[src/rvPkg.sv]
package rvPkg;

    localparam int xlen          = 32;
    localparam int regAddrW      = 5;
    localparam int imemDepthLog2 = 8;
    localparam int dmemDepthLog2 = 8;

    // Base opcodes of the supported subset
    localparam logic [6:0] opOp     = 7'b0110011;
    localparam logic [6:0] opOpImm  = 7'b0010011;
    localparam logic [6:0] opLoad   = 7'b0000011;
    localparam logic [6:0] opStore  = 7'b0100011;
    localparam logic [6:0] opBranch = 7'b1100011;
    localparam logic [6:0] opJal    = 7'b1101111;

    // Operand source picked by forwarding
    localparam logic [1:0] fwdReg = 2'b00;
    localparam logic [1:0] fwdWb  = 2'b01;
    localparam logic [1:0] fwdMem = 2'b10;

    typedef enum logic [2:0] {aluAdd, aluSub, aluAnd, aluOr, aluXor, aluSlt} aluOp_t;

    typedef enum logic [1:0] {resAlu, resLoad, resPc4} resultSel_t;

    typedef struct packed {
        logic [6:0]          funct7;
        logic [regAddrW-1:0] rs2;
        logic [regAddrW-1:0] rs1;
        logic [2:0]          funct3;
        logic [regAddrW-1:0] rd;
        logic [6:0]          opcode;
    } rFormat_t;

    typedef struct packed {
        logic [11:0]         imm;
        logic [regAddrW-1:0] rs1;
        logic [2:0]          funct3;
        logic [regAddrW-1:0] rd;
        logic [6:0]          opcode;
    } iFormat_t;

    typedef struct packed {
        logic [6:0]          immHi;
        logic [regAddrW-1:0] rs2;
        logic [regAddrW-1:0] rs1;
        logic [2:0]          funct3;
        logic [4:0]          immLo;
        logic [6:0]          opcode;
    } sFormat_t;

    // One instruction word, three field layouts
    typedef union packed {
        rFormat_t rFormat;
        iFormat_t iFormat;
        sFormat_t sFormat;
    } instrWord_t;

endpackage

[src/executeUnit.sv]
`timescale 1ns/1ps

module executeUnit (
    input  logic [rvPkg::xlen-1:0] rd1E,
    input  logic [rvPkg::xlen-1:0] rd2E,
    input  logic [rvPkg::xlen-1:0] aluResultM,
    input  logic [rvPkg::xlen-1:0] resultW,
    input  logic [rvPkg::xlen-1:0] immE,
    input  logic [rvPkg::xlen-1:0] pcE,
    input  logic [1:0]             forwardA,
    input  logic [1:0]             forwardB,
    input  rvPkg::aluOp_t          aluOp,
    input  logic                   aluSrcImm,
    input  logic                   branch,
    input  logic                   branchNe,
    input  logic                   jump,
    output logic [rvPkg::xlen-1:0] aluResult,
    output logic [rvPkg::xlen-1:0] storeData,
    output logic                   redirect,
    output logic [rvPkg::xlen-1:0] target
);
    import rvPkg::*;

    logic [xlen-1:0] srcA;
    logic [xlen-1:0] srcB;
    logic            equal;

    function automatic logic [xlen-1:0] pickOperand(
        input logic [1:0]      sel,
        input logic [xlen-1:0] regVal,
        input logic [xlen-1:0] memVal,
        input logic [xlen-1:0] wbVal
    );
        case (sel)
            fwdMem:  return memVal;
            fwdWb:   return wbVal;
            default: return regVal;
        endcase
    endfunction

    assign srcA      = pickOperand(forwardA, rd1E, aluResultM, resultW);
    assign storeData = pickOperand(forwardB, rd2E, aluResultM, resultW);
    assign srcB      = aluSrcImm ? immE : storeData;

    always_comb begin
        case (aluOp)
            aluSub:  aluResult = srcA - srcB;
            aluAnd:  aluResult = srcA & srcB;
            aluOr:   aluResult = srcA | srcB;
            aluXor:  aluResult = srcA ^ srcB;
            aluSlt:  aluResult = {{(xlen-1){1'b0}}, $signed(srcA) < $signed(srcB)};
            default: aluResult = srcA + srcB;
        endcase
    end

    // Branches compare the two register operands, never the immediate
    assign equal    = (srcA == storeData);
    assign redirect = (branch && (equal ^ branchNe)) || jump;
    assign target   = pcE + immE;

endmodule

[config.mk]
export PLATFORM = sky130hd
export DESIGN_NAME = executeUnit
export DESIGN_NICKNAME = d
export VERILOG_FILES = /design/src/rvPkg.sv /design/src/executeUnit.sv
export SDC_FILE = /design/constraint.sdc
export NUM_CORES = 1
export LEC_CHECK = 0
export BUFFER_PORTS_ARGS = -buffer_cell sky130_fd_sc_hd__buf_2
export CAP_MARGIN = 20
export CORE_ASPECT_RATIO = 0.75
export CORE_MARGIN = 1
export CORE_UTILIZATION = 30
export DETAILED_ROUTE_END_ITERATION = 8
export GPL_TIMING_DRIVEN = 1
export PLACE_DENSITY = 0.56
export SYNTH_ARGS = -nofsm -noshare
export SYNTH_HDL_FRONTEND = slang
export SYNTH_SLANG_ARGS = --single-unit
[constraint.sdc]
create_clock -name vclk -period 4.74
set_input_delay 0.237 -clock vclk [all_inputs]
set_output_delay 0.237 -clock vclk [all_outputs]
set_load 0.01 [all_outputs]
==> out/metrics.yaml <==
cp-start-kind: "input port"
postSynthAreaPerCell_sq_um: 6.14
fin_nets: 2179
crit_required_ns: 4.50
seqCellArea_sq_um: 0
relSlewSlack: 0.301
routed_wl_microns: 49200
start_util: 0.305
grt_pass1_wl_microns: 69600
fp.coreArea_sq_um: 29100
yosysWarnings: 0
layout-drive-gt1-share: 0.298
hold_violations: 0
dp_hpwl_microns: 41500
numSequentialCells: 0
nFillCells: 3157
vias: 12600
max_cap_violations: 0
drt-pass1-iter-count: 6
drcViolationCount: 0
synth_cell_types: 70
hp-start: "jump"
netlist_area_sq_um: 8890
post-synth-top-count-cell: "a21oi_1"
min_to: "redirect"
min_period_ns: 4.64
gr-usage-all-layers: 0.300
synth_cells: 1448
ctsHoldBuffers: 0
end_kind: "output pin"
place_congestion: 0.992
ys_top_cells_by_area: "ha_1, a21oi_1, nor2_1, a22oi_1, xnor2_1"
via_per_inst: 5.66
fmax_ghz: 0.216
path_class: "in -> out"
crit_slowest_cell: "a21oi_1"
period_share: 0.978
overflow: 0
tightest_slew_ns: 1.04
synth_largest_area_cell: "ha_1"
die_w_microns: 201
clkbuf_count: 0
synth.top_cells.by_count: "a21oi_1, nor2_1, inv_1"
hold_depth: 3
io_pins: 300
rows: 54
path_delay_family: "compound AO/OA/AOI/OAI gates"
fin_tns_setup_ns: 0
synth_top_area_share: 0.184
setup_viol: 0
hp-class: "in -> out"
grt_pass1_vias: 11400
status: "finished clean"
numPortBuffers: 300
synth.yosys.seq_area_share: 0
fp.dieArea_sq_um: 30300
wl_per_cell_microns: 22.0
syn_to_final_growth_pct: 38.5
crit_arrival_ns: 4.40
drtIter0Drc: 1155
slowest_delay_ns: 0.50
grt_max_degree: 49
slew_violations: 0
drtAntennaViolNets: 0
crit_path_max_fanout: 18
antenna_found_initial: 2
die_h_microns: 151
path_buf_inv: 6
utilization: 0.423
syn-num-nets: 1785
path_cells: "buf_2 > inv_1 > ha_4 > buf_4 > nor2_1 > a21oi_1 > inv_1 > ha_1 > buf_4 > nor2_1 > a41oi_1 > a211oi_2 > o22ai_2 > o41a_1 > o31a_1 > a21oi_1 > o211a_1 > buf_2"
cell families (layout without fill, tap and decap cells):
logic type	count (synthesis)	in the layout	synth area share
AOI/OAI and AO/OA	606	606	0.439
buffers and inverters	244	636	0.105
adders and majority gates	134	134	0.191
other	0	1	0
xor gates and xnor gates	76	76	0.0748
muxes	1	1	0.00127
and+or+nand+nor	387	387	0.189
layer usage:
layer	wire, microns	GRT usage	share of wire	vias up
li1	-	-	-	5998
met1	22700	0.444	0.46	5891
met2	20800	0.459	0.42	700
met3	4650	0.0389	0.094	57
met4	1080	0.0603	0.022	2
met5	10	0	0.00020	-
worst max path at each step:
stage | start | endpoint | slack [ns] | depth (start not counted)
after floorplan | forwardB[0] | aluResult[26] | 0.24 | 20
after global placement | forwardA[0] | aluResult[0] | -0.12 | 22
after detailed placement | forwardA[0] | aluResult[0] | -0.18 | 22
after CTS | forwardB[0] | aluResult[0] | 0.02 | 23
after global routing | forwardB[0] | aluResult[18] | -0.13 | 22
final | forwardA[0] | aluResult[29] | 0.10 | 18
layout by cell type (no fill, tap or decap), drive strengths merged, types with 9 or more instances in the layout:
| cell | n |
|---|---|
| buf | 486 |
| xnor2 | 65 |
| o21ai | 115 |
| a22oi | 78 |
| o22ai | 18 |
| nand2b | 13 |
| o21a | 13 |
| a211oi | 21 |
| ha | 131 |
| a221o | 9 |
| o21bai | 17 |
| xor2 | 11 |
| o211ai | 9 |
| o221ai | 9 |
| nor2 | 165 |
| a21o | 38 |
| nand3 | 13 |
| a21oi | 197 |
| nor3 | 21 |
| nand4 | 14 |
| o31ai | 12 |
| nand2 | 119 |
| nor4 | 9 |
| nor2b | 9 |
| inv | 148 |
final cells by class:
type / instances / area, sq um / area share
diodes: 1 / 2.50 / 0.000203
inverters: 148 / 556 / 0.0451
multi-input cells: 1204 / 8280 / 0.672
well taps: 392 / 490 / 0.0398
repair buffers: 488 / 3000 / 0.243
timing repair:
action,4_1_cts,5_1_grt
pin swaps,0,12
gates cloned,0,2
buffers inserted,0,3
setup endpoints to repair,5,18
resized for setup,5,78
metrics by stage:
stage               setup slack [ns]  instance area (sq um)  cells  hold slack (ns)
floorplan                      0.240                   8890   1448            0.576
global placement              -0.125                  11900   2227            0.738
detailed placement            -0.179                  11900   2227            0.734
CTS                           0.0202                  11900   2227            0.737
global route                  -0.129                  12300   2232            0.788
finish                         0.103                  12300   2233            0.736
