==> src/rvPkg.sv <==
package rvPkg;

    localparam int xlen          = 32;
    localparam int regAddrW      = 5;
    localparam int imemDepthLog2 = 8;
    localparam int dmemDepthLog2 = 8;

    // Base opcodes of the supported subset
    localparam logic [6:0] opOp     = 7'b0110011;
    localparam logic [6:0] opOpImm  = 7'b0010011;
    localparam logic [6:0] opLoad   = 7'b0000011;
    localparam logic [6:0] opStore  = 7'b0100011;
    localparam logic [6:0] opBranch = 7'b1100011;
    localparam logic [6:0] opJal    = 7'b1101111;

    // Operand source picked by forwarding
    localparam logic [1:0] fwdReg = 2'b00;
    localparam logic [1:0] fwdWb  = 2'b01;
    localparam logic [1:0] fwdMem = 2'b10;

    typedef enum logic [2:0] {aluAdd, aluSub, aluAnd, aluOr, aluXor, aluSlt} aluOp_t;

    typedef enum logic [1:0] {resAlu, resLoad, resPc4} resultSel_t;

    typedef struct packed {
        logic [6:0]          funct7;
        logic [regAddrW-1:0] rs2;
        logic [regAddrW-1:0] rs1;
        logic [2:0]          funct3;
        logic [regAddrW-1:0] rd;
        logic [6:0]          opcode;
    } rFormat_t;

    typedef struct packed {
        logic [11:0]         imm;
        logic [regAddrW-1:0] rs1;
        logic [2:0]          funct3;
        logic [regAddrW-1:0] rd;
        logic [6:0]          opcode;
    } iFormat_t;

    typedef struct packed {
        logic [6:0]          immHi;
        logic [regAddrW-1:0] rs2;
        logic [regAddrW-1:0] rs1;
        logic [2:0]          funct3;
        logic [4:0]          immLo;
        logic [6:0]          opcode;
    } sFormat_t;

    // One instruction word, three field layouts
    typedef union packed {
        rFormat_t rFormat;
        iFormat_t iFormat;
        sFormat_t sFormat;
    } instrWord_t;

endpackage

==> src/regFile.sv <==
`timescale 1ns/1ps

module regFile (
    input  logic                       clk,
    input  logic                       rstN,
    input  logic [rvPkg::regAddrW-1:0] rs1,
    input  logic [rvPkg::regAddrW-1:0] rs2,
    input  logic [rvPkg::regAddrW-1:0] rd,
    input  logic                       we,
    input  logic [rvPkg::xlen-1:0]     wd,
    output logic [rvPkg::xlen-1:0]     rd1,
    output logic [rvPkg::xlen-1:0]     rd2,
    output logic [rvPkg::xlen-1:0]     a0
);
    import rvPkg::*;

    logic [xlen-1:0] regs [2**regAddrW];

    always_ff @(posedge clk or negedge rstN) begin
        if (!rstN) begin
            for (int i = 0; i < 2**regAddrW; i++) begin
                regs[i] <= '0;
            end
        end else if (we && rd != '0) begin
            regs[rd] <= wd;
        end
    end

    // Write-first so decode sees the value written back this cycle
    function automatic logic [xlen-1:0] readPort(input logic [regAddrW-1:0] addr);
        if (addr == '0) begin
            return '0;
        end else if (we && addr == rd) begin
            return wd;
        end
        return regs[addr];
    endfunction

    always_comb begin
        rd1 = readPort(rs1);
        rd2 = readPort(rs2);
    end

    assign a0 = regs[10];

endmodule

==> config.mk <==
export PLATFORM = sky130hd
export DESIGN_NAME = regFile
export DESIGN_NICKNAME = d
export VERILOG_FILES = /design/src/rvPkg.sv /design/src/regFile.sv
export SDC_FILE = /design/constraint.sdc
export NUM_CORES = 2
export LEC_CHECK = 0
export ABC_AREA = 1
export BUFFER_PORTS_ARGS = -buffer_cell sky130_fd_sc_hd__buf_4
export CAP_MARGIN = 15
export CORE_MARGIN = 8
export CORE_UTILIZATION = 55
export CTS_CLUSTER_DIAMETER = 60
export CTS_CLUSTER_SIZE = 30
export DETAILED_ROUTE_END_ITERATION = 7
export PLACE_DENSITY = 0.72
export SKIP_LAST_GASP = 1
export SLEW_MARGIN = 20
export SYNTH_ARGS = -nofsm -noshare
export SYNTH_HDL_FRONTEND = slang
export SYNTH_SLANG_ARGS = --single-unit
export TNS_END_PERCENT = 5
==> constraint.sdc <==
create_clock -name clk -period 5.25 [get_ports clk]
set_input_delay 0.7875 -clock clk [delete_from_list [all_inputs] [get_ports clk]]
set_output_delay 0.7875 -clock clk [all_outputs]
set_load 0.1 [all_outputs]
==> flow_metrics.tcl <==
set metrics [dict create \
    synth_compound_area_frac 0.09200 \
    grt_overflow 0 \
    maxSlewHeadroom 0.1419 \
    vias_per_cell 6.138 \
    detail-route-antenna-nets 0 \
    ios 146 \
    critPathKind "in -> out" \
    finalSetupViolCount 0 \
    start_kind "primary input" \
    final_nets 8629 \
    cts_resized 0 \
    dieWidth_um 345.8 \
    design_area_um2 64700 \
    vdd_ir_drop_max_v 0.0003055 \
    cp_max_fo 60 \
    grt_start_max_net_pins 203 \
    tns_ns 0 \
    portBuffers 145 \
    grt_pass1_vias 58140 \
    cts_max_level 3 \
    die_h_um 345.8 \
    crit_path_frequent_cell "nand2_1" \
    worstPathArrival_ns 3.86 \
    power_mw 24.57 \
    area_growth_pct 8.155 \
    vias 61890 \
    syn-num-nets 9074 \
    r2r_slack_ns 4.32 \
    fmax_mhz 215.0 \
    drt_iter0_markers 9050 \
    async_flop_share 1.000 \
    ys_seq_area_frac 0.4283 \
    finalMaxSlewViolations 0 \
    syn-cell-area_um2 59820 \
    synth_xor_xnor_area_share 0 \
    tightest_slew_ns 1.287 \
    worst-endpoint-required_ns 4.46 \
    synth_top_area_frac 0.4283 \
    synthFlopType "dfrtp_1" \
    cts_tree "done" \
    post-cts-setup-buffers 0 \
    r2r_end "a0[13]$_DFFE_PN0P_" \
    cts_buffer_depth 3 \
    dr.pass1.iters 8 \
    synth-simple-area-share 0.3611 \
    synthTopCellsByArea "dfrtp_1, nand2_1, nand3_1" \
    fill_cells 10110 \
    reg2reg_from "a0[13]$_DFFE_PN0P_" \
    cp_slowest_cell "inv_2" \
    numCtsBuffers 100 \
    core_area_um2 108400 \
    fin_skew_ns 0 \
    avgSynthCellArea_um2 6.630 \
    grtUsageTotal 0.3714 \
    cap_violations 0 \
    hold_ws_ns 0.1034 \
    dpl.hpwl_um 123600 \
    synth-edff-count 0 \
    synthMuxAreaShare 0 \
    cellLeakagePower_nw 32.87 \
    worst_hold_path_type "in -> async" \
    synth_cell_type_count 22 \
    num_rows 121 \
    finalCritPeriodShare 0.8861 \
    routedWlPerCell_um 22.79 \
    ff2ff_path_depth 2 \
    globalplace.congestion 0.9005 \
    drc 0 \
    grt_antenna_before_repair 13 \
    critPathMaxStageDelay_ns 0.75 \
    post-route-min-period_ns 4.652 \
    cts_hold_buf 0 \
    syn_inst 9024 \
    outcome "finished clean" \
    die_area_um2 119600 \
    yosys_register_bits 1024 \
    crit_end "rd1[26]" \
    grt_pass1_wl_um 348900 \
    worstSkewPairLatency_ns 0.71 \
    powerDensity_nw_per_um2 379.7 \
    regArea_um2 25620 \
    path_clk_slew_ns 0.06 \
    root_buffer "clkbuf_16" \
    synth_top_family_by_area "simple AND/OR/NAND/NOR gates" \
    drive_gt1_frac 0.05805 \
    synth_top_cell_by_area "dfrtp_1" \
    fin_util 0.5969 \
    wl_um 229800 \
    start_util 0.5519 \
    ys_warn_count 0 \
    synthAdderAreaFrac 0 \
    place_area_um2 60930 \
    cts_sinks 1024 \
    hold_violations 0 \
    path_cells "buf_8, inv_8, nand2_1, a21oi_1, nand3_1, nand2_1, inv_2, nand3_1, nand2_1, buf_4" \
    grt_setup_unrepaired "no" \
    worst_setup_path_end_kind "output port" \
    worstSetupStartpoint "rs1[1]" \
    multi_input_area_um2 27300 \
]
-- cells in the mapped netlist (all sizes together), types with 2 or more instances --
cell	n
dfrtp	1024
clkbuf	642
nand3	1912
clkinv	2
o211ai	64
or2	10
nor3	10
nand2	3124
o21ai	994
buf	155
inv	1037
o22ai	7
nand4	2
nor2	39
-- final cells by class --
type | instances | area share
Tap cell | 1414 | 0.02734
Multi-Input combinational cell | 6164 | 0.4220
Sequential cell | 1024 | 0.3960
Clock inverter | 80 | 0.01640
Clock buffer | 108 | 0.04038
Antenna cell | 5 | 0.0001934
Timing Repair Buffer | 250 | 0.03676
Inverter | 1039 | 0.06093
-- kinds of logic after synthesis --
family | count (synthesis)
AOI/OAI and AO/OA | 1066
buffers and inverters | 1836
DFF | 1024
and+or+nand+nor | 5098
-- report_power, final --
part	switching (mW)	internal, mW
Sequential	0.756	9.38
Combinational	4.54	1.86
Clock	3.87	4.16
Total	9.17	15.4
-- layer usage --
layer | global-route usage | up-vias | wire, µm
met1 | 0.4875 | 28730 | 85550
met3 | 0.1117 | 952 | 34160
met4 | 0.2077 | 16 | 14920
li1 | - | 27670 | -
met2 | 0.5467 | 4530 | 95080
met5 | 0 | - | 107
-- critical path, delay by kind of cell --
| family | cells | cell delay [ns] |
|---|---|---|
| AOI/OAI and AO/OA | 1 | 0.07 |
| buffers and inverters | 4 | 1.80 |
| and+or+nand+nor | 5 | 1.07 |
-- registers in the layout (all words and copies together) (netlist names) --
signal,count
regs,992
a0,32
-- through the flow --
step / setup WS (ns) / cells
6_report: 0.5978 / 10080
3_5_place_dp: 0.7550 / 9888
4_1_cts: 0.7583 / 10080
5_1_grt: 0.6131 / 10080
3_3_place_gp: 0.6879 / 9888
2_1_floorplan: 1.738 / 9024
-- placed cells by master, fill, tap and decap left out, drive strengths merged --
cell,synthesis,layout
nand2,3124,3124
nand3,1912,1912
inv,1037,1070
dfrtp,1024,1024
o21ai,994,994
buf,155,250
clkbuf,642,108
o211ai,64,64
nor2,39,39
clkinv,2,36
or2,10,10
nor3,10,10
o22ai,7,7
clkinvlp,0,7
bufinv,0,6
diode,0,5
nand4,2,2
a21oi,1,1
nor4,1,1
-- worst min path at each step --
stage	start	end	slack, ns	cells past startpoint
after floorplan	regs[1000]$_DFFE_PN0P_	regs[1000]$_DFFE_PN0P_	0.43	1
after global placement	regs[1015]$_DFFE_PN0P_	regs[1015]$_DFFE_PN0P_	0.36	0
after detailed placement	regs[1003]$_DFFE_PN0P_	regs[1003]$_DFFE_PN0P_	0.37	0
after CTS	rstN	regs[254]$_DFFE_PN0P_	0.15	1
after global routing	rstN	regs[254]$_DFFE_PN0P_	0.18	1
final	rstN	regs[254]$_DFFE_PN0P_	0.10	1
(Power assumes the default switching activity.)
