$ cat config.mk
export PLATFORM = sky130hd
export DESIGN_NAME = hazardUnit
export DESIGN_NICKNAME = d
export VERILOG_FILES = /design/src/rvPkg.sv /design/src/hazardUnit.sv
export SDC_FILE = /design/constraint.sdc
export NUM_CORES = 1
export LEC_CHECK = 0
export ABC_AREA = 1
export BUFFER_PORTS_ARGS = -buffer_cell sky130_fd_sc_hd__buf_2
export CAP_MARGIN = 10
export CORE_UTILIZATION = 42
export DETAILED_ROUTE_END_ITERATION = 10
export PLACE_DENSITY = 0.95
export SYNTH_ARGS = -nofsm -noshare
export SYNTH_HDL_FRONTEND = slang
export SYNTH_SLANG_ARGS = --single-unit
$ cat constraint.sdc
create_clock -name vclk -period 0.8
set_input_delay 0 -clock vclk [all_inputs]
set_output_delay 0 -clock vclk [all_outputs]
set_load 0.05 [all_outputs]
$ cat src/rvPkg.sv
package rvPkg;

    localparam int xlen          = 32;
    localparam int regAddrW      = 5;
    localparam int imemDepthLog2 = 8;
    localparam int dmemDepthLog2 = 8;

    // Base opcodes of the supported subset
    localparam logic [6:0] opOp     = 7'b0110011;
    localparam logic [6:0] opOpImm  = 7'b0010011;
    localparam logic [6:0] opLoad   = 7'b0000011;
    localparam logic [6:0] opStore  = 7'b0100011;
    localparam logic [6:0] opBranch = 7'b1100011;
    localparam logic [6:0] opJal    = 7'b1101111;

    // Operand source picked by forwarding
    localparam logic [1:0] fwdReg = 2'b00;
    localparam logic [1:0] fwdWb  = 2'b01;
    localparam logic [1:0] fwdMem = 2'b10;

    typedef enum logic [2:0] {aluAdd, aluSub, aluAnd, aluOr, aluXor, aluSlt} aluOp_t;

    typedef enum logic [1:0] {resAlu, resLoad, resPc4} resultSel_t;

    typedef struct packed {
        logic [6:0]          funct7;
        logic [regAddrW-1:0] rs2;
        logic [regAddrW-1:0] rs1;
        logic [2:0]          funct3;
        logic [regAddrW-1:0] rd;
        logic [6:0]          opcode;
    } rFormat_t;

    typedef struct packed {
        logic [11:0]         imm;
        logic [regAddrW-1:0] rs1;
        logic [2:0]          funct3;
        logic [regAddrW-1:0] rd;
        logic [6:0]          opcode;
    } iFormat_t;

    typedef struct packed {
        logic [6:0]          immHi;
        logic [regAddrW-1:0] rs2;
        logic [regAddrW-1:0] rs1;
        logic [2:0]          funct3;
        logic [4:0]          immLo;
        logic [6:0]          opcode;
    } sFormat_t;

    // One instruction word, three field layouts
    typedef union packed {
        rFormat_t rFormat;
        iFormat_t iFormat;
        sFormat_t sFormat;
    } instrWord_t;

endpackage

$ cat src/hazardUnit.sv
`timescale 1ns/1ps

module hazardUnit (
    input  logic [rvPkg::regAddrW-1:0] rs1D,
    input  logic [rvPkg::regAddrW-1:0] rs2D,
    input  logic [rvPkg::regAddrW-1:0] rs1E,
    input  logic [rvPkg::regAddrW-1:0] rs2E,
    input  logic [rvPkg::regAddrW-1:0] rdE,
    input  logic [rvPkg::regAddrW-1:0] rdM,
    input  logic [rvPkg::regAddrW-1:0] rdW,
    input  logic                       memReadE,
    input  logic                       regWriteM,
    input  logic                       regWriteW,
    input  logic                       redirectE,
    output logic [1:0]                 forwardA,
    output logic [1:0]                 forwardB,
    output logic                       stall,
    output logic                       flush
);
    import rvPkg::*;

    // Youngest producer wins, x0 never forwards
    function automatic logic [1:0] pickSource(input logic [regAddrW-1:0] src);
        if (src == '0) begin
            return fwdReg;
        end else if (regWriteM && src == rdM) begin
            return fwdMem;
        end else if (regWriteW && src == rdW) begin
            return fwdWb;
        end
        return fwdReg;
    endfunction

    always_comb begin
        forwardA = pickSource(rs1E);
        forwardB = pickSource(rs2E);
    end

    // Load data is only ready after memory, so hold decode one cycle
    assign stall = memReadE && (rdE == rs1D || rdE == rs2D);

    assign flush = redirectE;

endmodule

==> results.ini, run 1 <==
[drt]
vias_per_cell = 6.31
ant_nets = 0
drc = 0
drtPass1Iterations = 5
vias = 1117
wirelength_um = 3580
wl_per_cell_um = 20.2
drt_iter0_drc = 114

[grt]
grt_use_met2_pct = 66.7
grt_pass1_vias = 878
grt_pass1_wl_um = 3390
grt_usage_pct = 32.0
overflow = 0
grt_use_met3_pct = 3.47
grt-busiest-layer = met2
grt_max_degree = 5
grt_util_met1_pct = 31.1
antenna_found_initial = 0

[yosys]
synth_xor_xnor_area_share_pct = 15.5
synth_top_family_by_area = simple AND/OR/NAND/NOR gates
yosys.area_share.simple_pct = 61.3
synth_most_common_cell = nand2_1
ys_seq_area_share_pct = 0
synth_top_area_share_pct = 29.9
synth_fa_ha_area_share_pct = 0
synth.cell_area_um2 = 566
synth_compound_area_share_pct = 3.98
ys_warn_count = 0
syn_area_per_cell_um2 = 4.75
yosysTopAreaCell = nand2_1
syn_inst = 119
synthTopCellsByCount = nand2_1 (45), inv_1 (25), nor2_1 (12), xnor2_1 (9), nand3_1 (6)
ys_types = 18
synth_mux_area_share_pct = 0
ys_top_cells_by_area = nand2_1 (30%), inv_1 (17%), xnor2_1 (14%)
syn_nets = 158

[sta]
worst_slew_pin_slew_ns = 0.217
slew_headroom_pct = 85.5
period_share_pct = 118
rsz0062_at_grt = yes
fmax_mhz = 1060
setup_viol = 5
finalCriticalPeriod_ns = 0.944
hold_viol = 0
holdWs_ns = 0.000133
drv_slew = 0
setup_tns_ns = -0.557
fin_ws_ns = -0.144

[pwr]
finalPower_uw = 626
power.static_leakage_nw = 0.624
max-vdd-ir-drop_mv = 0.353
p_per_area_mw_per_mm2 = 570

[setup_path]
worstSetupEndpointType = output port
worstPathMaxFanout = 2
worstPathArrival_ns = 0.94
worstPathRequired_ns = 0.80
worstSetupStartpointType = primary input
criticalPathCategory = primary input to output port

[finish]
layout-drive-gt1-share_pct = 50.9
layout.cells.non_filler = 177
multi_input_area_um2 = 601
clkbuf_count = 0
fill_cells = 44
n_antenna_cell = 0
nNetsFinal = 204
seq_cells = 0
syn_to_final_growth_pct = 94.2
register_area_um2 = 0

[floorplanning]
design.core.area_mm2 = 0.00117
dieArea_mm2 = 0.00150
floorplan.rows = 12
die_width_um = 38.7
num_io_pins = 45
die_h_um = 38.7
start_util_pct = 48.3

[placement]
dp.cells = 177
portBuffers = 43
place_ws_ns = -0.191
routabilityCongestion = 0.824
dp_hpwl_um = 1620

[outcome]
violations = negative setup slack
status = finished, violations left

[hold_path]
hold_class = primary input to output port

[flow_run]
drv_cap = 0

[clocking]
ctsHoldBuffers = 0
cts_setup_buffers = 0

## final cells by class
type	instances	share of cell area, %
multi-input cells	91	54.7
repair buffers	45	33.4
inverters	27	10.4
well taps	14	1.59
## layer usage
metal | wire length (µm) | vias up | part of all wire (%)
met5 | 0 | - | 0
met4 | 438 | 0 | 12
met3 | 449 | 68 | 13
met2 | 1610 | 134 | 45
met1 | 1090 | 468 | 30
li1 | - | 447 | -
## worst max-delay path, stage by stage
cell and delay (ns):
buf_2 0.10, inv_1 0.05, nand2_1 0.08, nand2_1 0.09, nor2_1 0.15, nand3_1 0.12, a21oi_2 0.17, buf_6 0.17
## final timing paths
path	from	end	slack [ns]	depth (start not counted)
setup / recovery	rs1D[3]	stall	-0.14	8
hold / removal	redirectE	flush	0.0001	0
## power by group
group	internal (mW)	switching (mW)	leakage, nW	total, mW
Clock	0	0	0	0
Sequential	0	0	0	0
Combinational	0.277	0.349	0.624	0.626
## metrics by stage
stage	util, %	area [µm²]
final	93.8	1100
after global routing	93.8	1100
after CTS	81.3	952
after detailed placement	70.9	831
after global placement	70.9	831
after floorplan	-	591
## cells by family after synthesis
| kind of cell | Yosys count |
|---|---|
| and+or+nand+nor | 77 |
| buffers and inverters | 28 |
| AOI/OAI and AO/OA | 4 |
| xor gates and xnor gates | 10 |
## cell usage in the layout (no fill, tap or decap), types with 2 or more instances in the layout
cell / synthesis / routed
a21oi_2: 0 / 2
buf_2: 0 / 20
buf_4: 1 / 6
buf_6: 0 / 17
buf_8: 0 / 2
inv_1: 25 / 16
inv_2: 2 / 6
inv_4: 0 / 5
nand2_1: 45 / 43
nand2_2: 1 / 3
nand3_1: 6 / 2
nand3_2: 0 / 3
nand4_1: 4 / 4
nor2_1: 12 / 8
nor2_2: 0 / 3
nor3_4: 0 / 3
xnor2_1: 9 / 3
xnor2_2: 0 / 6
## what timing repair did
action	in CTS	in global routing
setup endpoints to repair	5	5
pin swaps	17	28
gates resized for setup	34	40
No activity file was read; power rests on OpenSTA's default activity.
==> run 2, diff against run 1 <==
--- a/config.mk
+++ b/config.mk
@@ -11,6 +11,8 @@
 export CORE_UTILIZATION = 42
 export DETAILED_ROUTE_END_ITERATION = 10
 export PLACE_DENSITY = 0.95
+export RECOVER_POWER = 100
+export REMOVE_ABC_BUFFERS = 1
 export SYNTH_ARGS = -nofsm -noshare
 export SYNTH_HDL_FRONTEND = slang
 export SYNTH_SLANG_ARGS = --single-unit
==> results.ini, run 2 (synthesized netlist as in run 1, its figures left out) <==
[floorplanning]
start_util_pct = 48.3
dieArea_mm2 = 0.00150
num_io_pins = 45
die_width_um = 38.7
floorplan.rows = 12
die_h_um = 38.7
design.core.area_mm2 = 0.00117

[drt]
drc = 0
wl_per_cell_um = 19.2
wirelength_um = 3360
ant_nets = 0
vias_per_cell = 6.13
drtPass1Iterations = 5
vias = 1072
drt_iter0_drc = 75

[finish]
syn_to_final_growth_pct = 92.5
final_util_pct = 92.9
nNetsFinal = 202
layout.cells.non_filler = 175
n_antenna_cell = 0
clkbuf_count = 0
layout-drive-gt1-share_pct = 49.1
layout_commonest_cell = nand2_1
register_area_um2 = 0
multi_input_area_um2 = 594
seq_cells = 0
fill_cells = 49
mostFrequentLayoutCells = nand2_1 (43), buf_2 (20), inv_1 (18), buf_6 (16), nor2_1 (8)

[placement]
routabilityCongestion = 0.805
dp_hpwl_um = 1500
portBuffers = 43
dp.cells = 175

[pwr]
switching_share_pct = 54.1
p_per_area_mw_per_mm2 = 569
max-vdd-ir-drop_mv = 0.354
p_switching_uw = 335
p_seq_share_pct = 0
power.static_leakage_nw = 0.619
p_clk_share_pct = 0
internal_power_uw = 284
p_comb_share_pct = 100.0

[setup_path]
criticalPathCategory = primary input to output port
worstPathRequired_ns = 0.80
worstPathMaxFanout = 3
worstSetupStartpointType = primary input
worstSetupEndpointType = output port
worstPathArrival_ns = 0.93

[sta]
setup_tns_ns = -0.273
fmax_mhz = 1070
setup_viol = 5
drv_slew = 0
hold_viol = 0
fin_ws_ns = -0.134
finalCriticalPeriod_ns = 0.934
rsz0062_at_grt = yes
worst_slew_pin_slew_ns = 0.225
period_share_pct = 117
slew_headroom_pct = 84.9

[grt]
grt_usage_pct = 29.9
overflow = 0
grt_max_degree = 5
grt_pass1_wl_um = 3200
grt_pass1_vias = 825
antenna_found_initial = 0

[clocking]
cts_setup_buffers = 0

[outcome]
violations = negative setup slack
status = finished, violations left

[flow_run]
drv_cap = 0

[hold_path]
hold_class = primary input to output port

run 2: per-layer routing:
layer	GRT usage [%]	vias to the layer above	routed length (µm)
met5	0	-	0
met4	11.2	0	227
met3	1.16	36	470
met2	62.9	131	1500
met1	29.2	459	1160
li1	-	446	-
run 2: final timing paths:
check | start | slack (ns) | to | cells after the start
hold / removal | redirectE | 0.0001 | flush | 0
setup / recovery | rdE[2] | -0.13 | stall | 8
run 2: power groups by stage:
| stage | clock (mW) | combinational (mW) | sequential [mW] |
|---|---|---|---|
| finish | 0 | 0.619 | 0 |
| global route | 0 | 0.650 | 0 |
| floorplan | 0 | 0.219 | 0 |
| CTS | 0 | 0.444 | 0 |
| detailed placement | 0 | 0.389 | 0 |
| global placement | 0 | 0.375 | 0 |
run 2: timing repair:
item,CTS,global route
hold buffers,0,0
setup endpoints to repair,5,5
pin swaps,10,21
resized for setup,27,55
run 2: final cells by class:
| type | count | area share, % |
|---|---|---|
| multi-input combinational | 91 | 54.6 |
| inverter | 27 | 10.5 |
| timing repair buffer | 43 | 33.3 |
| tap | 14 | 1.61 |
run 2: worst max-delay path: stages:
cell and delay (ns):
buf_2 0.11, inv_1 0.07, nand2_1 0.08, nand2_1 0.09, nor2_1 0.14, nand3_1 0.09, a21oi_1 0.15, buf_4 0.21
run 2: metrics by stage:
step / cell area, µm² / setup WS (ns) / hold slack, ns / total power [mW]
2_1_floorplan: 558 / -0.564 / 0 / 0.219
3_5_place_dp: 791 / -0.136 / 0.000341 / 0.389
6_report: 1090 / -0.134 / 0.000109 / 0.619
3_3_place_gp: 791 / -0.0939 / 0.000341 / 0.375
4_1_cts: 897 / -0.0151 / 0.000341 / 0.444
5_1_grt: 1090 / -0.269 / 0.000287 / 0.650
==> run 3, diff against run 2 <==
--- a/config.mk
+++ b/config.mk
@@ -13,6 +13,7 @@
 export PLACE_DENSITY = 0.95
 export RECOVER_POWER = 100
 export REMOVE_ABC_BUFFERS = 1
+export SETUP_SLACK_MARGIN = 0.02
 export SYNTH_ARGS = -nofsm -noshare
 export SYNTH_HDL_FRONTEND = slang
 export SYNTH_SLANG_ARGS = --single-unit
==> results.ini, run 3 (synthesized netlist as in run 1, its figures left out) <==
[outcome]
status = finished, violations left
violations = negative setup slack

[sta]
finalCriticalPeriod_ns = 1.05
worst_slew_pin_slew_ns = 0.269
drv_slew = 0
fmax_mhz = 956
setup_viol = 5
period_share_pct = 131
holdWs_ns = 0.000109
slew_headroom_pct = 82.0
fin_ws_ns = -0.246
rsz0062_at_grt = yes
hold_viol = 0

[floorplanning]
die_h_um = 38.7
num_io_pins = 45
die_width_um = 38.7
dieArea_mm2 = 0.00150
floorplan.rows = 12
design.core.area_mm2 = 0.00117
start_util_pct = 48.3

[setup_path]
cp_common_cell = nand2_1
worstPathMaxFanout = 2
criticalPathCategory = primary input to output port
worstPathRequired_ns = 0.80
cp_slowest_cell = buf_4
critPathMaxStageDelay_ns = 0.24
cp_cell_sequence = buf_2, inv_1, nand2_1, nand2_1, nor2_1, nand3_1, a21oi_1, buf_4
worstSetupStartpointType = primary input
worstPathArrival_ns = 1.05
worstSetupEndpointType = output port

[finish]
final_util_pct = 94.3
fill_cells = 40
register_area_um2 = 0
mostFrequentLayoutCells = nand2_1 (42), buf_6 (19), buf_2 (15), inv_1 (11)
layout-drive-gt1-share_pct = 50.9
seq_cells = 0
syn_to_final_growth_pct = 95.4
multi_input_area_um2 = 569
nNetsFinal = 202
clkbuf_count = 0
layout_commonest_cell = nand2_1
layout.cells.non_filler = 175
n_antenna_cell = 0

[grt]
grt_max_degree = 5
overflow = 0
grt_pass1_vias = 874
grt_usage_pct = 32.1
grt_pass1_wl_um = 3470
antenna_found_initial = 0

[placement]
routabilityCongestion = 0.805
dp.cells = 175
place_ws_ns = -0.136
dp_hpwl_um = 1500
portBuffers = 43

[drt]
drt_iter0_drc = 59
wl_per_cell_um = 18.8
wirelength_um = 3290
vias = 1044
drc = 0
vias_per_cell = 5.97
ant_nets = 0
drtPass1Iterations = 5

[hold_path]
whs_endpoint = flush
min_from = redirectE
hold_class = primary input to output port
hold_depth = 0

[clocking]
cts_setup_buffers = 0
ctsHoldBuffers = 0

[flow_run]
drv_cap = 0

[pwr]
finalPower_uw = 629
max-vdd-ir-drop_mv = 0.390
power.static_leakage_nw = 0.614
p_per_area_mw_per_mm2 = 569

==> run 3: cell counts in the layout (fill, tap and decap cells not counted) <==
Identical to the previous run, type by type.
==> run 3: repair_timing <==
action,CTS,global route
pin swaps,18,26
setup endpoints to repair,5,5
gates resized for setup,45,47
==> run 3: metrics by stage <==
| stage | area (µm²) | setup TNS (ns) |
|---|---|---|
| 2_1_floorplan | 558 | -1.49 |
| 3_3_place_gp | 791 | -0.306 |
| 3_5_place_dp | 791 | -0.453 |
| 4_1_cts | 957 | 0 |
| 5_1_grt | 1100 | -0.599 |
| 6_report | 1100 | -0.528 |
==> run 3: layout make-up <==
| class | count | area share [%] |
|---|---|---|
| Timing Repair Buffer | 43 | 35.7 |
| Inverter | 27 | 11.2 |
| Multi-Input combinational cell | 91 | 51.5 |
| Tap cell | 14 | 1.59 |
==> run 3: worst max path at each step <==
stage / from / to / slack [ns] / depth (start not counted)
floorplan: rdM[3] / forwardA[1] / -0.56 / 5
global placement: rdM[3] / forwardA[1] / -0.09 / 7
detailed placement: rdM[0] / forwardB[0] / -0.14 / 7
CTS: rs2E[4] / forwardB[0] / 0.01 / 8
global route: rs2D[4] / stall / -0.22 / 8
finish: rs2D[4] / stall / -0.25 / 8
==> run 3: power by group <==
group | switching (mW) | leakage [nW] | total [mW] | internal [mW]
Clock | 0 | 0 | 0 | 0
Combinational | 0.331 | 0.614 | 0.629 | 0.298
Sequential | 0 | 0 | 0 | 0
==> run 3: critical path, delay by kind of cell <==
family,cells,cell delay (ns)
simple gates,4,0.41
buf+inv,3,0.40
compound gates,1,0.23
==> run 3: layer usage <==
layer	wire length [µm]	vias up	track usage, %	part of all wire (%)
met5	0	-	0	0
met4	280	0	13.8	8.5
met3	353	32	5.20	11
met2	1580	102	65.0	48
met1	1080	468	30.4	33
li1	-	442	-	-
