File: src/rvPkg.sv
package rvPkg;

    localparam int xlen          = 32;
    localparam int regAddrW      = 5;
    localparam int imemDepthLog2 = 8;
    localparam int dmemDepthLog2 = 8;

    // Base opcodes of the supported subset
    localparam logic [6:0] opOp     = 7'b0110011;
    localparam logic [6:0] opOpImm  = 7'b0010011;
    localparam logic [6:0] opLoad   = 7'b0000011;
    localparam logic [6:0] opStore  = 7'b0100011;
    localparam logic [6:0] opBranch = 7'b1100011;
    localparam logic [6:0] opJal    = 7'b1101111;

    // Operand source picked by forwarding
    localparam logic [1:0] fwdReg = 2'b00;
    localparam logic [1:0] fwdWb  = 2'b01;
    localparam logic [1:0] fwdMem = 2'b10;

    typedef enum logic [2:0] {aluAdd, aluSub, aluAnd, aluOr, aluXor, aluSlt} aluOp_t;

    typedef enum logic [1:0] {resAlu, resLoad, resPc4} resultSel_t;

    typedef struct packed {
        logic [6:0]          funct7;
        logic [regAddrW-1:0] rs2;
        logic [regAddrW-1:0] rs1;
        logic [2:0]          funct3;
        logic [regAddrW-1:0] rd;
        logic [6:0]          opcode;
    } rFormat_t;

    typedef struct packed {
        logic [11:0]         imm;
        logic [regAddrW-1:0] rs1;
        logic [2:0]          funct3;
        logic [regAddrW-1:0] rd;
        logic [6:0]          opcode;
    } iFormat_t;

    typedef struct packed {
        logic [6:0]          immHi;
        logic [regAddrW-1:0] rs2;
        logic [regAddrW-1:0] rs1;
        logic [2:0]          funct3;
        logic [4:0]          immLo;
        logic [6:0]          opcode;
    } sFormat_t;

    // One instruction word, three field layouts
    typedef union packed {
        rFormat_t rFormat;
        iFormat_t iFormat;
        sFormat_t sFormat;
    } instrWord_t;

endpackage

File: src/decoder.sv
`timescale 1ns/1ps

module decoder (
    input  rvPkg::instrWord_t      instr,
    output logic                   regWrite,
    output logic                   memWrite,
    output rvPkg::resultSel_t      resultSel,
    output rvPkg::aluOp_t          aluOp,
    output logic                   aluSrcImm,
    output logic                   branch,
    output logic                   branchNe,
    output logic                   jump,
    output logic [rvPkg::xlen-1:0] imm
);
    import rvPkg::*;

    logic [xlen-1:0] iImm;
    logic [xlen-1:0] sImm;
    logic [xlen-1:0] bImm;
    logic [xlen-1:0] jImm;
    aluOp_t          arithOp;
    logic            arithOk;

    assign iImm = {{20{instr.iFormat.imm[11]}}, instr.iFormat.imm};
    assign sImm = {{20{instr.sFormat.immHi[6]}}, instr.sFormat.immHi, instr.sFormat.immLo};

    // B immediate reuses the S fields, bit 11 sits in immLo[0]
    assign bImm = {{20{instr.sFormat.immHi[6]}}, instr.sFormat.immLo[0],
                   instr.sFormat.immHi[5:0], instr.sFormat.immLo[4:1], 1'b0};

    // J immediate spans the I view's imm, rs1 and funct3 fields
    assign jImm = {{12{instr.iFormat.imm[11]}}, instr.iFormat.rs1, instr.iFormat.funct3,
                   instr.iFormat.imm[0], instr.iFormat.imm[10:1], 1'b0};

    // funct3 meaning shared by OP and OP-IMM
    always_comb begin
        arithOk = 1'b1;
        case (instr.rFormat.funct3)
            3'b000:  arithOp = aluAdd;
            3'b010:  arithOp = aluSlt;
            3'b100:  arithOp = aluXor;
            3'b110:  arithOp = aluOr;
            3'b111:  arithOp = aluAnd;
            default: begin
                arithOp = aluAdd;
                arithOk = 1'b0;
            end
        endcase
    end

    always_comb begin
        regWrite  = 1'b0;
        memWrite  = 1'b0;
        resultSel = resAlu;
        aluOp     = aluAdd;
        aluSrcImm = 1'b0;
        branch    = 1'b0;
        branchNe  = 1'b0;
        jump      = 1'b0;
        imm       = iImm;
        case (instr.rFormat.opcode)
            opOp: begin
                regWrite = arithOk;
                // SUB is the only funct7 variant kept
                if (arithOp == aluAdd && instr.rFormat.funct7[5]) begin
                    aluOp = aluSub;
                end else begin
                    aluOp = arithOp;
                end
            end
            opOpImm: begin
                regWrite  = arithOk;
                aluOp     = arithOp;
                aluSrcImm = 1'b1;
            end
            opLoad: begin
                regWrite  = 1'b1;
                resultSel = resLoad;
                aluSrcImm = 1'b1;
            end
            opStore: begin
                memWrite  = 1'b1;
                aluSrcImm = 1'b1;
                imm       = sImm;
            end
            opBranch: begin
                // BEQ and BNE only
                branch   = (instr.rFormat.funct3[2:1] == 2'b00);
                branchNe = instr.rFormat.funct3[0];
                imm      = bImm;
            end
            opJal: begin
                regWrite  = 1'b1;
                resultSel = resPc4;
                jump      = 1'b1;
                imm       = jImm;
            end
            default: ;
        endcase
    end

endmodule

File: config.mk
export PLATFORM = sky130hd
export DESIGN_NAME = decoder
export DESIGN_NICKNAME = d
export VERILOG_FILES = /design/src/rvPkg.sv /design/src/decoder.sv
export SDC_FILE = /design/constraint.sdc
export NUM_CORES = 1
export LEC_CHECK = 0
export BUFFER_PORTS_ARGS = -buffer_cell sky130_fd_sc_hd__buf_2
export CAP_MARGIN = 20
export CORE_MARGIN = 4
export CORE_UTILIZATION = 33
export DETAILED_ROUTE_END_ITERATION = 8
export PLACE_DENSITY_LB_ADDON = 0.1
export SLEW_MARGIN = 30
export SYNTH_ARGS = -nofsm -noshare
export SYNTH_HDL_FRONTEND = slang
export SYNTH_SLANG_ARGS = --single-unit
export TNS_END_PERCENT = 30
File: constraint.sdc
create_clock -name vclk -period 1.2
set_input_delay 0 -clock vclk [all_inputs]
set_output_delay 0 -clock vclk [all_outputs]
set_load 0.05 [all_outputs]
==> results.txt, run 1 <==
* Placer's final routability congestion estimate: 0.726
- Sequential Area: 0 um^2
- Final Critical Period: about 1.2 ns
- The worst setup path is captured at a primary output.
- P_sw: around 0.29 mW
* MaxCap Viol Count: 0
- Along the worst path, the maximum fanout reaches 9.
- Of the synthesized area, sequential elements account for 0.
- In the routed design, unresolved DRC markers number 0.
- Global-route usage over all layers: 0.123
- Counting distinct cell types in the post-synthesis netlist gives 33.
- Post-DR vias/cell: 4.99
* Type of the tightest min-delay check: in -> out
- The internal power of the cells totals 0.146 mW.
- Of the total power, the clock network draws 0.
* Peak clock frequency supported by timing: 0.866 GHz
- The mapped netlist covers 546 um^2.
* Total setup violations reported at the end of the flow: 0
- The number of antenna diodes in the final layout is 0.
* Pin slew with the least headroom to its limit: 0.343 ns
- The total overflow left after global routing is 0.
- Lkg Pwr: about 0.57 nW
- Count of nets left with antenna violations after detail routing: 0
- Entering global routing, the biggest net connects 16 pins.
* Post-route clock period utilization: 0.962
- Relative max-transition margin: 0.769
- Area growth from synthesis to layout: 71.3%
- Switching Share: 0.669
* Chip width: 48.7 um
- For the worst setup path, the data arrival time is about 1.2 ns.
- After technology mapping, the gate count stands at 74.
* Ys Warns: 0
- Starting density of the core: 0.354
- The first global-routing pass estimated 2.66 mm of wire.
- Pin placement for this block handled 75 I/O pins.
- # rows: 14
* Filler instances: 154
* Core ar.: 1540 um^2
* Final hold violation count: 0
- DP HPWL: between 1 and 1.5 mm
- Critical path launch point type: input port
* Status: complete, no violations
- Measured on the finished design, the core utilization comes to 0.606.
* Detailed-router iteration count before antenna repair: 4
- In this run the post-CTS setup repair buffer count came out at 0.
- Of the total power, registers draw 0.
- Number of global-route vias before repair: 629
- Count of buffers from port buffering: 65
- After layout, the design draws a total of around 0.44 mW.
- Number of design-rule violations left by the first detailed-router iteration: 3
- In the final design database the tool counted 163 nets.
- Mapped Avg Cell Area: between 7 and 8 um^2
- Logic pwr share: 1.000
- Pwr/cell area: 471 nW/um^2
- The critical path is of the in -> out type.
* Count of clock-net buffers in the final layout: 0
- Vias: 724
- The worst-case IR drop observed on VDD is ~0.24 mV.
- The number of antenna violations at the first check in global routing was 0.
* Final max-slew violation count: 0
- Post-DR wirelength/cell: 12.1 um
* WL final: 1.75 mm
* Die extent in y: just under 50 um
- Data required time at the worst endpoint: about 1.2 ns
- The die covers 2370 um^2.
* Mapped Nets: about 110
- The final layout contains a sequential cell count of 0.
- Fraction of layout cells with a size suffix above 1: 0.721
## per-stage QoR
stage / TNS [ns] / setup WS (ns) / cells / hold slack (ns) / cell area (um^2)
after floorplan: -0.780 / -0.134 / 74 / 0.0671 / 596
after global placement: -0.124 / -0.0840 / 145 / 0.000589 / 865
after detailed placement: -0.105 / -0.0839 / 145 / 0.000589 / 865
after CTS: 0 / 0.00256 / 145 / 0.000589 / 888
after global routing: -0.0124 / -0.00628 / 145 / 0.0000794 / 935
final: 0 / 0.0456 / 145 / 0.0000220 / 935
## path summary, 6_finish.rpt
kind       to  slack, ns       from  cells after the start
max   imm[17]       0.05   instr[2]                      7
min    imm[9]    0.00002  instr[29]                      0
## cells by family (layout without fill, tap and decap cells)
family                    after synthesis  count (layout)  synth area share
AOI/OAI and AO/OA                      18              18             0.252
xor gates and xnor gates                1               1            0.0161
buffers and inverters                  24              79             0.319
muxes                                   4               4             0.110
and+or+nand+nor                        27              27             0.303
## cell usage in the layout (no fill, tap or decap), types with 2 or more instances in the layout
cell type	Yosys	routed
buf_2	1	54
buf_6	2	8
a21o_1	8	8
a21oi_1	3	2
inv_1	2	2
buf_4	18	14
and3b_1	2	2
and3_1	3	2
nand2_1	5	5
mux2_4	4	4
## synth_stat cells
master,instances,area [um^2]
and4b_1,1,10.0
a21oi_1,3,15.0
and3b_1,2,17.5
a21o_1,8,60.1
buf_2,1,5.00
nand3_1,1,5.00
nor2b_1,1,6.26
o2bb2ai_1,1,8.76
nand3b_1,1,7.51
a32oi_1,1,8.76
xnor2_1,1,8.76
nand2_1,5,18.8
and2_4,1,8.76
buf_4,18,135
a311oi_1,1,8.76
buf_6,2,22.5
inv_1,2,7.51
and2_1,1,6.26
and3_1,3,18.8
nor4b_1,1,8.76
o211a_1,1,10.0
a31o_2,1,8.76
nor3b_1,1,7.51
mux2_4,4,60.1
nor2_1,2,7.51
nand4_1,1,6.26
nor3_1,2,10.0
or4_1,1,7.51
o21ai_0,1,5.00
a31oi_2,1,12.5
clkbuf_1,1,3.75
nor4_1,2,12.5
nand2b_1,1,6.26
## area by class of cell
| class | count | area, um^2 | area share |
|---|---|---|---|
| multi-input combinational | 50 | 434 | 0.465 |
| inverter | 2 | 7.51 | 0.00803 |
| tap | 16 | 20.0 | 0.0214 |
| timing repair buffer | 77 | 473 | 0.506 |
## critical path: stages
cell and delay (ns):
buf_2 0.12, buf_4 0.15, and2_1 0.18, and3_4 0.19
buf_4 0.16, a21o_1 0.18, buf_4 0.18
## power groups by stage
stage	Clock, mW	Combinational (mW)	Sequential, mW
final	0	0.441	0
after global routing	0	0.465	0
after CTS	0	0.425	0
after detailed placement	0	0.419	0
after global placement	0	0.416	0
after floorplan	0	0.352	0
## layer usage
layer / up-vias / track usage / wire length, um / part of all wire
li1: 363 / - / - / -
met1: 320 / 0.158 / 714 / 0.41
met2: 39 / 0.226 / 873 / 0.50
met3: 2 / 0.0184 / 161 / 0.092
met4: 0 / 0.00448 / 2 / 0.0011
met5: - / 0 / 0 / 0
## timing repair
item                                    4_1_cts  5_1_grt
endpoints found under the setup margin        5       14
hold buffers                                  0        0
pin swaps                                     0        1
gates resized for setup                       8       20
No activity file was read; power rests on OpenSTA's default activity.
==> run 2: changes to the inputs <==
--- a/config.mk
+++ b/config.mk
@@ -7,8 +7,10 @@
 export LEC_CHECK = 0
 export BUFFER_PORTS_ARGS = -buffer_cell sky130_fd_sc_hd__buf_2
 export CAP_MARGIN = 20
+export CELL_PAD_IN_SITES_DETAIL_PLACEMENT = 1
+export CELL_PAD_IN_SITES_GLOBAL_PLACEMENT = 1
 export CORE_MARGIN = 4
-export CORE_UTILIZATION = 33
+export CORE_UTILIZATION = 19
 export DETAILED_ROUTE_END_ITERATION = 8
 export PLACE_DENSITY_LB_ADDON = 0.1
 export SLEW_MARGIN = 30
==> run 2 against run 1 <==
Cell count is 12% higher. Core utilization down 25 points. Non-clock buffer count up 2. Sequential cell count unchanged. Sequential share of layout area stayed put. Setup slack got worse by 0.028 ns. Die area rose by 60%. Via count rose by 0.55%. Design area rose by 4.2%. Fmax fell by 2.4%. Critical path depth is 2 lower. Critical path type unchanged.
==> results.txt, run 2 (synthesized netlist as in run 1, its figures left out) <==
- Detailed-router iteration count before antenna repair: 2 (was 4)
- Kind of critical path: in -> out (unchanged)
- Final Instance Area: 973 um^2 (was 935 um^2)
- The cell with the largest stage delay on the worst path is and4b_2 (was and3_4).
- Chip width: 61.6 um (was 48.7 um)
- TNS Setup: 0 ns (unchanged)
- The total power per unit cell area is 461 nW/um^2 (was 471 nW/um^2).
* MaxCap Viol Count: 0 (unchanged)
- Endpoint arrival time on the critical path: 1.18 ns (was 1.15 ns)
* Top layer in use: met3 (was met4)
* Boundary pin count: 75 (unchanged)
* RSZ-0062 raised after global routing: yes
- Post-DR wirelength/cell: 13.5 um (was 12.1 um)
- WL final: 2.19 mm (was 1.75 mm)
- Antenna violations before repair: 0 (unchanged)
- Max IR drop VDD: 0.209 mV (was 0.237 mV)
- The number of flip-flops and latches came to 0 (unchanged).
- The final number of hold-violating endpoints was 0 (unchanged).
- Global-route wire length before repair: 3.08 mm (was 2.66 mm)
- The post-placement cell count is 162 (was 145).
* Commonest non-fill, non-tap cell in the layout: buf_2 (unchanged)
- The count of standard-cell rows came to 19 (was 14).
* Hold-fix buffer count after cts: 0 (unchanged)
* Number of design-rule violations left by the first detailed-router iteration: 11 (was 3)
- The pre-CTS setup slack was -0.0820 ns (was -0.0839 ns).
* Data required time at the worst endpoint: 1.20 ns (about the same)
* Residual DRC count: 0 (unchanged)
- Met3 Wirelength: 200 um (was 161 um)
- The pin count of the biggest net entering global routing came to 16 (unchanged).
- Count of clock-net buffers in the final layout: 0 (unchanged)
* Lkg Pwr: 0.580 nW (was 0.566 nW)
- Total setup violations reported at the end of the flow: 0 (unchanged)
- The number of post-CTS setup repair buffers came to 0 (unchanged).
- Status: complete, no violations (unchanged).
* DP HPWL: 1.89 mm (was 1.42 mm)
* Crit path max fanout: 5 (was 9)
* Highest-count cells in the layout ignoring fill and taps: 53 x buf_2, 14 x buf_4, 10 x buf_6 (was 54 x buf_2, 14 x buf_4, 8 x a21o_1, 8 x buf_6, 5 x nand2_1)
* Relative max-transition margin: 0.821 (was 0.769)
- The post-layout worst setup margin was 0.0172 ns (was 0.0456 ns).
- Non-filler cells, final: 162 (was 145)
- Final max-slew violation count: 0 (unchanged)
- Critical path launch point type: input port (unchanged)
- The worst stage delay on the critical path was 0.34 ns (was 0.19 ns).
* Utilization of the core after routing: 0.353 (was 0.606)
* Count of buffers from port buffering: 65 (unchanged)
* Core ar.: 2760 um^2 (was 1540 um^2)
- The detailed-route wire length on metal 1 is 837 um (was 714 um).
* Area growth from synthesis to layout: 78.4% (was 71.3%)
- Type of the tightest min-delay check: in -> out (unchanged)
- Global route total overflow: 0 (unchanged)
* Global-route usage over all layers: 0.101 (was 0.123)
- Placer's final routability congestion estimate: 0.678 (was 0.726)
- Routed length on met2: 1.15 mm (was 873 um)
* Peak clock frequency supported by timing: 0.845 GHz (was 0.866 GHz)
- Die extent in y: 61.6 um (was 48.7 um)
- Post-DR vias/cell: 4.49 (was 4.99)
* Post-route clock period utilization: 0.986 (was 0.962)
- Starting density of the core: 0.198 (was 0.354)
- Final Critical Period: 1.18 ns (was 1.15 ns)
- The library cell appearing most often on the critical path is buf_2 (was buf_4).
- The number of global-route vias before repair was 694 (was 629).
- The register area was 0 um^2 (unchanged).
* Die Outline Area: 3790 um^2 (was 2370 um^2)
* Critical path capture point type: primary output (unchanged)
* Count of nets left with antenna violations after detail routing: 0 (unchanged)
- The ratio of cells with drive above 1 in the final layout came to 0.718 (was 0.721).
- Cells along the critical path: buf_2, and4b_2, and2_4, mux2_4, buf_2 (was buf_2, buf_4, and2_1, and3_4, buf_4, a21o_1, buf_4).
- The overall power was 0.449 mW (was 0.441 mW).
- The detailed-route via count came to 728 (was 724).
- Pin slew with the least headroom to its limit: 0.266 ns (was 0.343 ns)
- Count of inserted antenna diode cells: 0 (unchanged)
* Worst hold slack across all endpoints: 0.0000220 ns (about the same)
- Placed instance area: 898 um^2 (was 865 um^2)
* Layout net count: 165 (was 163)
run 2: worst max-delay path: cells and delay by family:
family	cells	cell delay (ns)
AND/OR/NAND/NOR	2	0.56
buffers and inverters	2	0.32
multiplexers	1	0.30
run 2: routing by layer:
metal,up-vias,GRT usage
met3,0,0.00839
met1,329,0.128
met2,33,0.193
met5,-,0
met4,0,0
li1,366,-
run 2: timing repair:
| item | in CTS | in global routing |
|---|---|---|
| pin swaps | 0 | 1 |
| setup endpoints to repair | 11 | 18 |
| gates resized for setup | 4 | 29 |
run 2: layout make-up:
class	instances	area, um^2
well taps	31	38.8
inverters	2	7.51
multi-input cells	50	429
repair buffers	79	498
fillers	360	1780
run 2: final timing paths:
kind | start | to | slack [ns] | cells after the start
setup / recovery | instr[4] | imm[4] | 0.02 | 5
hold / removal | instr[26] | imm[6] | 0.00002 | 0
run 2: power by group:
group	switching, mW	internal [mW]
clock	0	0
combinational	0.300	0.149
sequential	0	0
total	0.300	0.149
==> run 3: changes to the inputs <==
--- a/config.mk
+++ b/config.mk
@@ -5,6 +5,7 @@
 export SDC_FILE = /design/constraint.sdc
 export NUM_CORES = 1
 export LEC_CHECK = 0
+export ABC_CLOCK_PERIOD_IN_PS = 1200
 export BUFFER_PORTS_ARGS = -buffer_cell sky130_fd_sc_hd__buf_2
 export CAP_MARGIN = 20
 export CELL_PAD_IN_SITES_DETAIL_PLACEMENT = 1
==> constraint.sdc (replaced) <==
create_clock -name vclk -period 1.2
set_input_delay 0.18 -clock vclk [all_inputs]
set_output_delay 0.18 -clock vclk [all_outputs]
set_load 0.05 [all_outputs]
==> run 3 against run 2 <==
The run now ends with negative setup slack left. Non-clock buffer count up 5. Total power up 22%. Count of clock-buffer cells in the layout unchanged. Global-route usage up 2.4 points. Routed wire length up 13%. Core utilization up 11 points. Highest routed layer unchanged. Largest power group unchanged. Die area unchanged.
==> results.txt, run 3 (synthesized netlist as in run 1, its figures left out) <==
* Status: complete, but fails checks (was complete, no violations)
- Violations in the final reports: negative setup slack
* Filler instances: 330 (was 360)
- The die extent in y came to 61.6 um (unchanged).
* Pin slew with the least headroom to its limit: 0.279 ns (was 0.266 ns)
- Die Outline Area: 3790 um^2 (unchanged)
- Lkg Pwr: 0.665 nW (was 0.580 nW)
- The critical path startpoint category was an input port (unchanged).
- The maximum achievable frequency is 0.675 GHz (was 0.845 GHz).
* Number of global-route vias before repair: 806 (was 694)
- The number of antenna violations at the first check in global routing is 0 (unchanged).
- The starting utilization of the core area came to 0.198 (unchanged).
- The register area was 0 um^2 (unchanged).
- Max stage delay on crit path: 0.34 ns (about the same)
- Commonest non-fill, non-tap cell in the layout: buf_2 (unchanged)
- Endpoint arrival time on the critical path: 1.30 ns (was 1.18 ns)
- Post-DR vias/cell: 4.65 (was 4.49)
* Worst min-delay path startpoint: instr[26] (unchanged)
* TNS Setup: -5.28 ns (was 0 ns)
- Worst hold slack across all endpoints: 0.360 ns (was 0.0000220 ns)
- The post-layout worst setup margin is -0.282 ns (was 0.0172 ns).
- Fraction of layout cells with a size suffix above 1: 0.832 (was 0.718)
- Pin count of the biggest net entering global routing: 13 (was 16)
* Area taken by multi-input logic gates: 524 um^2 (was 429 um^2)
- The last weighted congestion value of the routability-driven placer is 0.729 (was 0.678).
- Boundary pin count: 75 (unchanged)
* Total setup violations reported at the end of the flow: 25 (was 0)
- # rows: 19 (unchanged)
- The number of inserted diodes came to 0 (unchanged).
* Global-route usage over all layers: 0.125 (was 0.101)
- RSZ-0062 raised after global routing: yes (unchanged)
- The worst slew margin relative to its limit was 0.813 (was 0.821).
- WL final: 2.47 mm (was 2.19 mm)
- Detailed-router iteration count before antenna repair: 3 (was 2)
* Global-route wire length before repair: 3.70 mm (was 3.08 mm)
- Post-DR wirelength/cell: 14.7 um (was 13.5 um)
- The endpoint of the worst hold path is imm[6] (unchanged).
- Max IR drop VDD: 0.222 mV (was 0.209 mV)
* Final Critical Period: 1.48 ns (was 1.18 ns)
- The final period utilization is 1.24 (was 0.986).
* Cells along the critical path: buf_6, and4b_2, and2_4, mux2_4, buf_8 (was buf_2, and4b_2, and2_4, mux2_4, buf_2)
- The net count of the finished layout was 171 (was 165).
- Chip width: 61.6 um (unchanged)
- Vias: 781 (was 728)
- Final Instance Area: 1290 um^2 (was 973 um^2)
* Cell with the biggest individual delay on the critical path: and4b_2 (unchanged)
- The half-perimeter wire length of the detailed placement result was 1.93 mm (was 1.89 mm).
- Crit path max fanout: 5 (unchanged)
- The final global-route overflow total came to 0 (unchanged).
- Critical path capture point type: primary output (unchanged)
* Area growth from synthesis to layout: 136% (was 78.4%)
* Residual DRC count: 0 (unchanged)
- Number of cells on the worst hold path: 0 (unchanged)
- The kind of path behind the tightest hold check is in -> out (unchanged).
* Count of buffers from port buffering: 65 (unchanged)
- Number of design-rule violations left by the first detailed-router iteration: 14 (was 11)
* Count of nets left with antenna violations after detail routing: 0 (unchanged)
* Data required time at the worst endpoint: 1.02 ns (was 1.20 ns)
* Core ar.: 2760 um^2 (unchanged)
* Kind of critical path: in -> out (unchanged)
- MaxCap Viol Count: 0 (unchanged)
* Placed instance area: 945 um^2 (was 898 um^2)
* Final hold violation count: 0 (unchanged)
- Highest-count cells in the layout ignoring fill and taps: 33 x buf_2, 23 x buf_6, 17 x buf_4 (was 53 x buf_2, 14 x buf_4, 10 x buf_6)
* Count of clock-net buffers in the final layout: 0 (unchanged)
* Number of sequential storage elements: 0 (unchanged)
- Utilization of the core after routing: 0.467 (was 0.353)
* Pwr/cell area: 426 nW/um^2 (was 461 nW/um^2)
* Final max-slew violation count: 0 (unchanged)
[run 3: changes by cell type in the layout (fill, tap and decap cells not counted), sizes merged]
cell / delta
clkbuf: -2
and3: +1
buf: +7
[run 3: worst max-delay path by stage]
stage,startpoint,to,depth (start not counted)
finish,instr[4],imm[3],5
global route,instr[4],imm[3],5
CTS,instr[4],imm[3],5
detailed placement,instr[3],imm[15],6
global placement,instr[6],aluOp[2],4
floorplan,instr[6],aluOp[2],2
[run 3: what timing repair did]
item                                   in CTS  in global routing
endpoints found under the hold margin       0                  0
setup endpoints to repair                  25                 25
hold buffers                                0                  0
gates resized for setup                    61                 23
pin swaps                                   5                  6
setup buffers                               0                  3
gates cloned                                0                  1
[run 3: critical path, delay by kind of cell]
family,cells,cell delay [ns]
buf+inv,2,0.24
mux,1,0.32
simple gates,2,0.55
[run 3: final cells by class]
| class | count | area share |
|---|---|---|
| inverter | 2 | 0.00583 |
| multi-input combinational | 51 | 0.407 |
| tap | 31 | 0.0301 |
| timing repair buffer | 84 | 0.557 |
[run 3: routing by layer]
layer / GRT usage / wire (um) / share of wire / vias to the layer above
met5: 0 / 0 / 0 / -
met4: 0.00303 / 0 / 0 / 0
met3: 0.00629 / 194 / 0.079 / 0
met2: 0.256 / 1420 / 0.58 / 33
met1: 0.147 / 853 / 0.35 / 367
li1: - / - / - / 381
[run 3: power by group]
part	switching, mW	internal (mW)
clock	0	0
sequential	0	0
combinational	0.329	0.219
total	0.329	0.219
[run 3: through the flow]
stage / setup WS [ns] / instances / power (mW)
finish: -0.282 / 168 / 0.548
global route: -0.311 / 168 / 0.578
CTS: -0.311 / 164 / 0.513
detailed placement: -0.425 / 164 / 0.446
global placement: -0.406 / 164 / 0.441
floorplan: -0.416 / 74 / 0.359
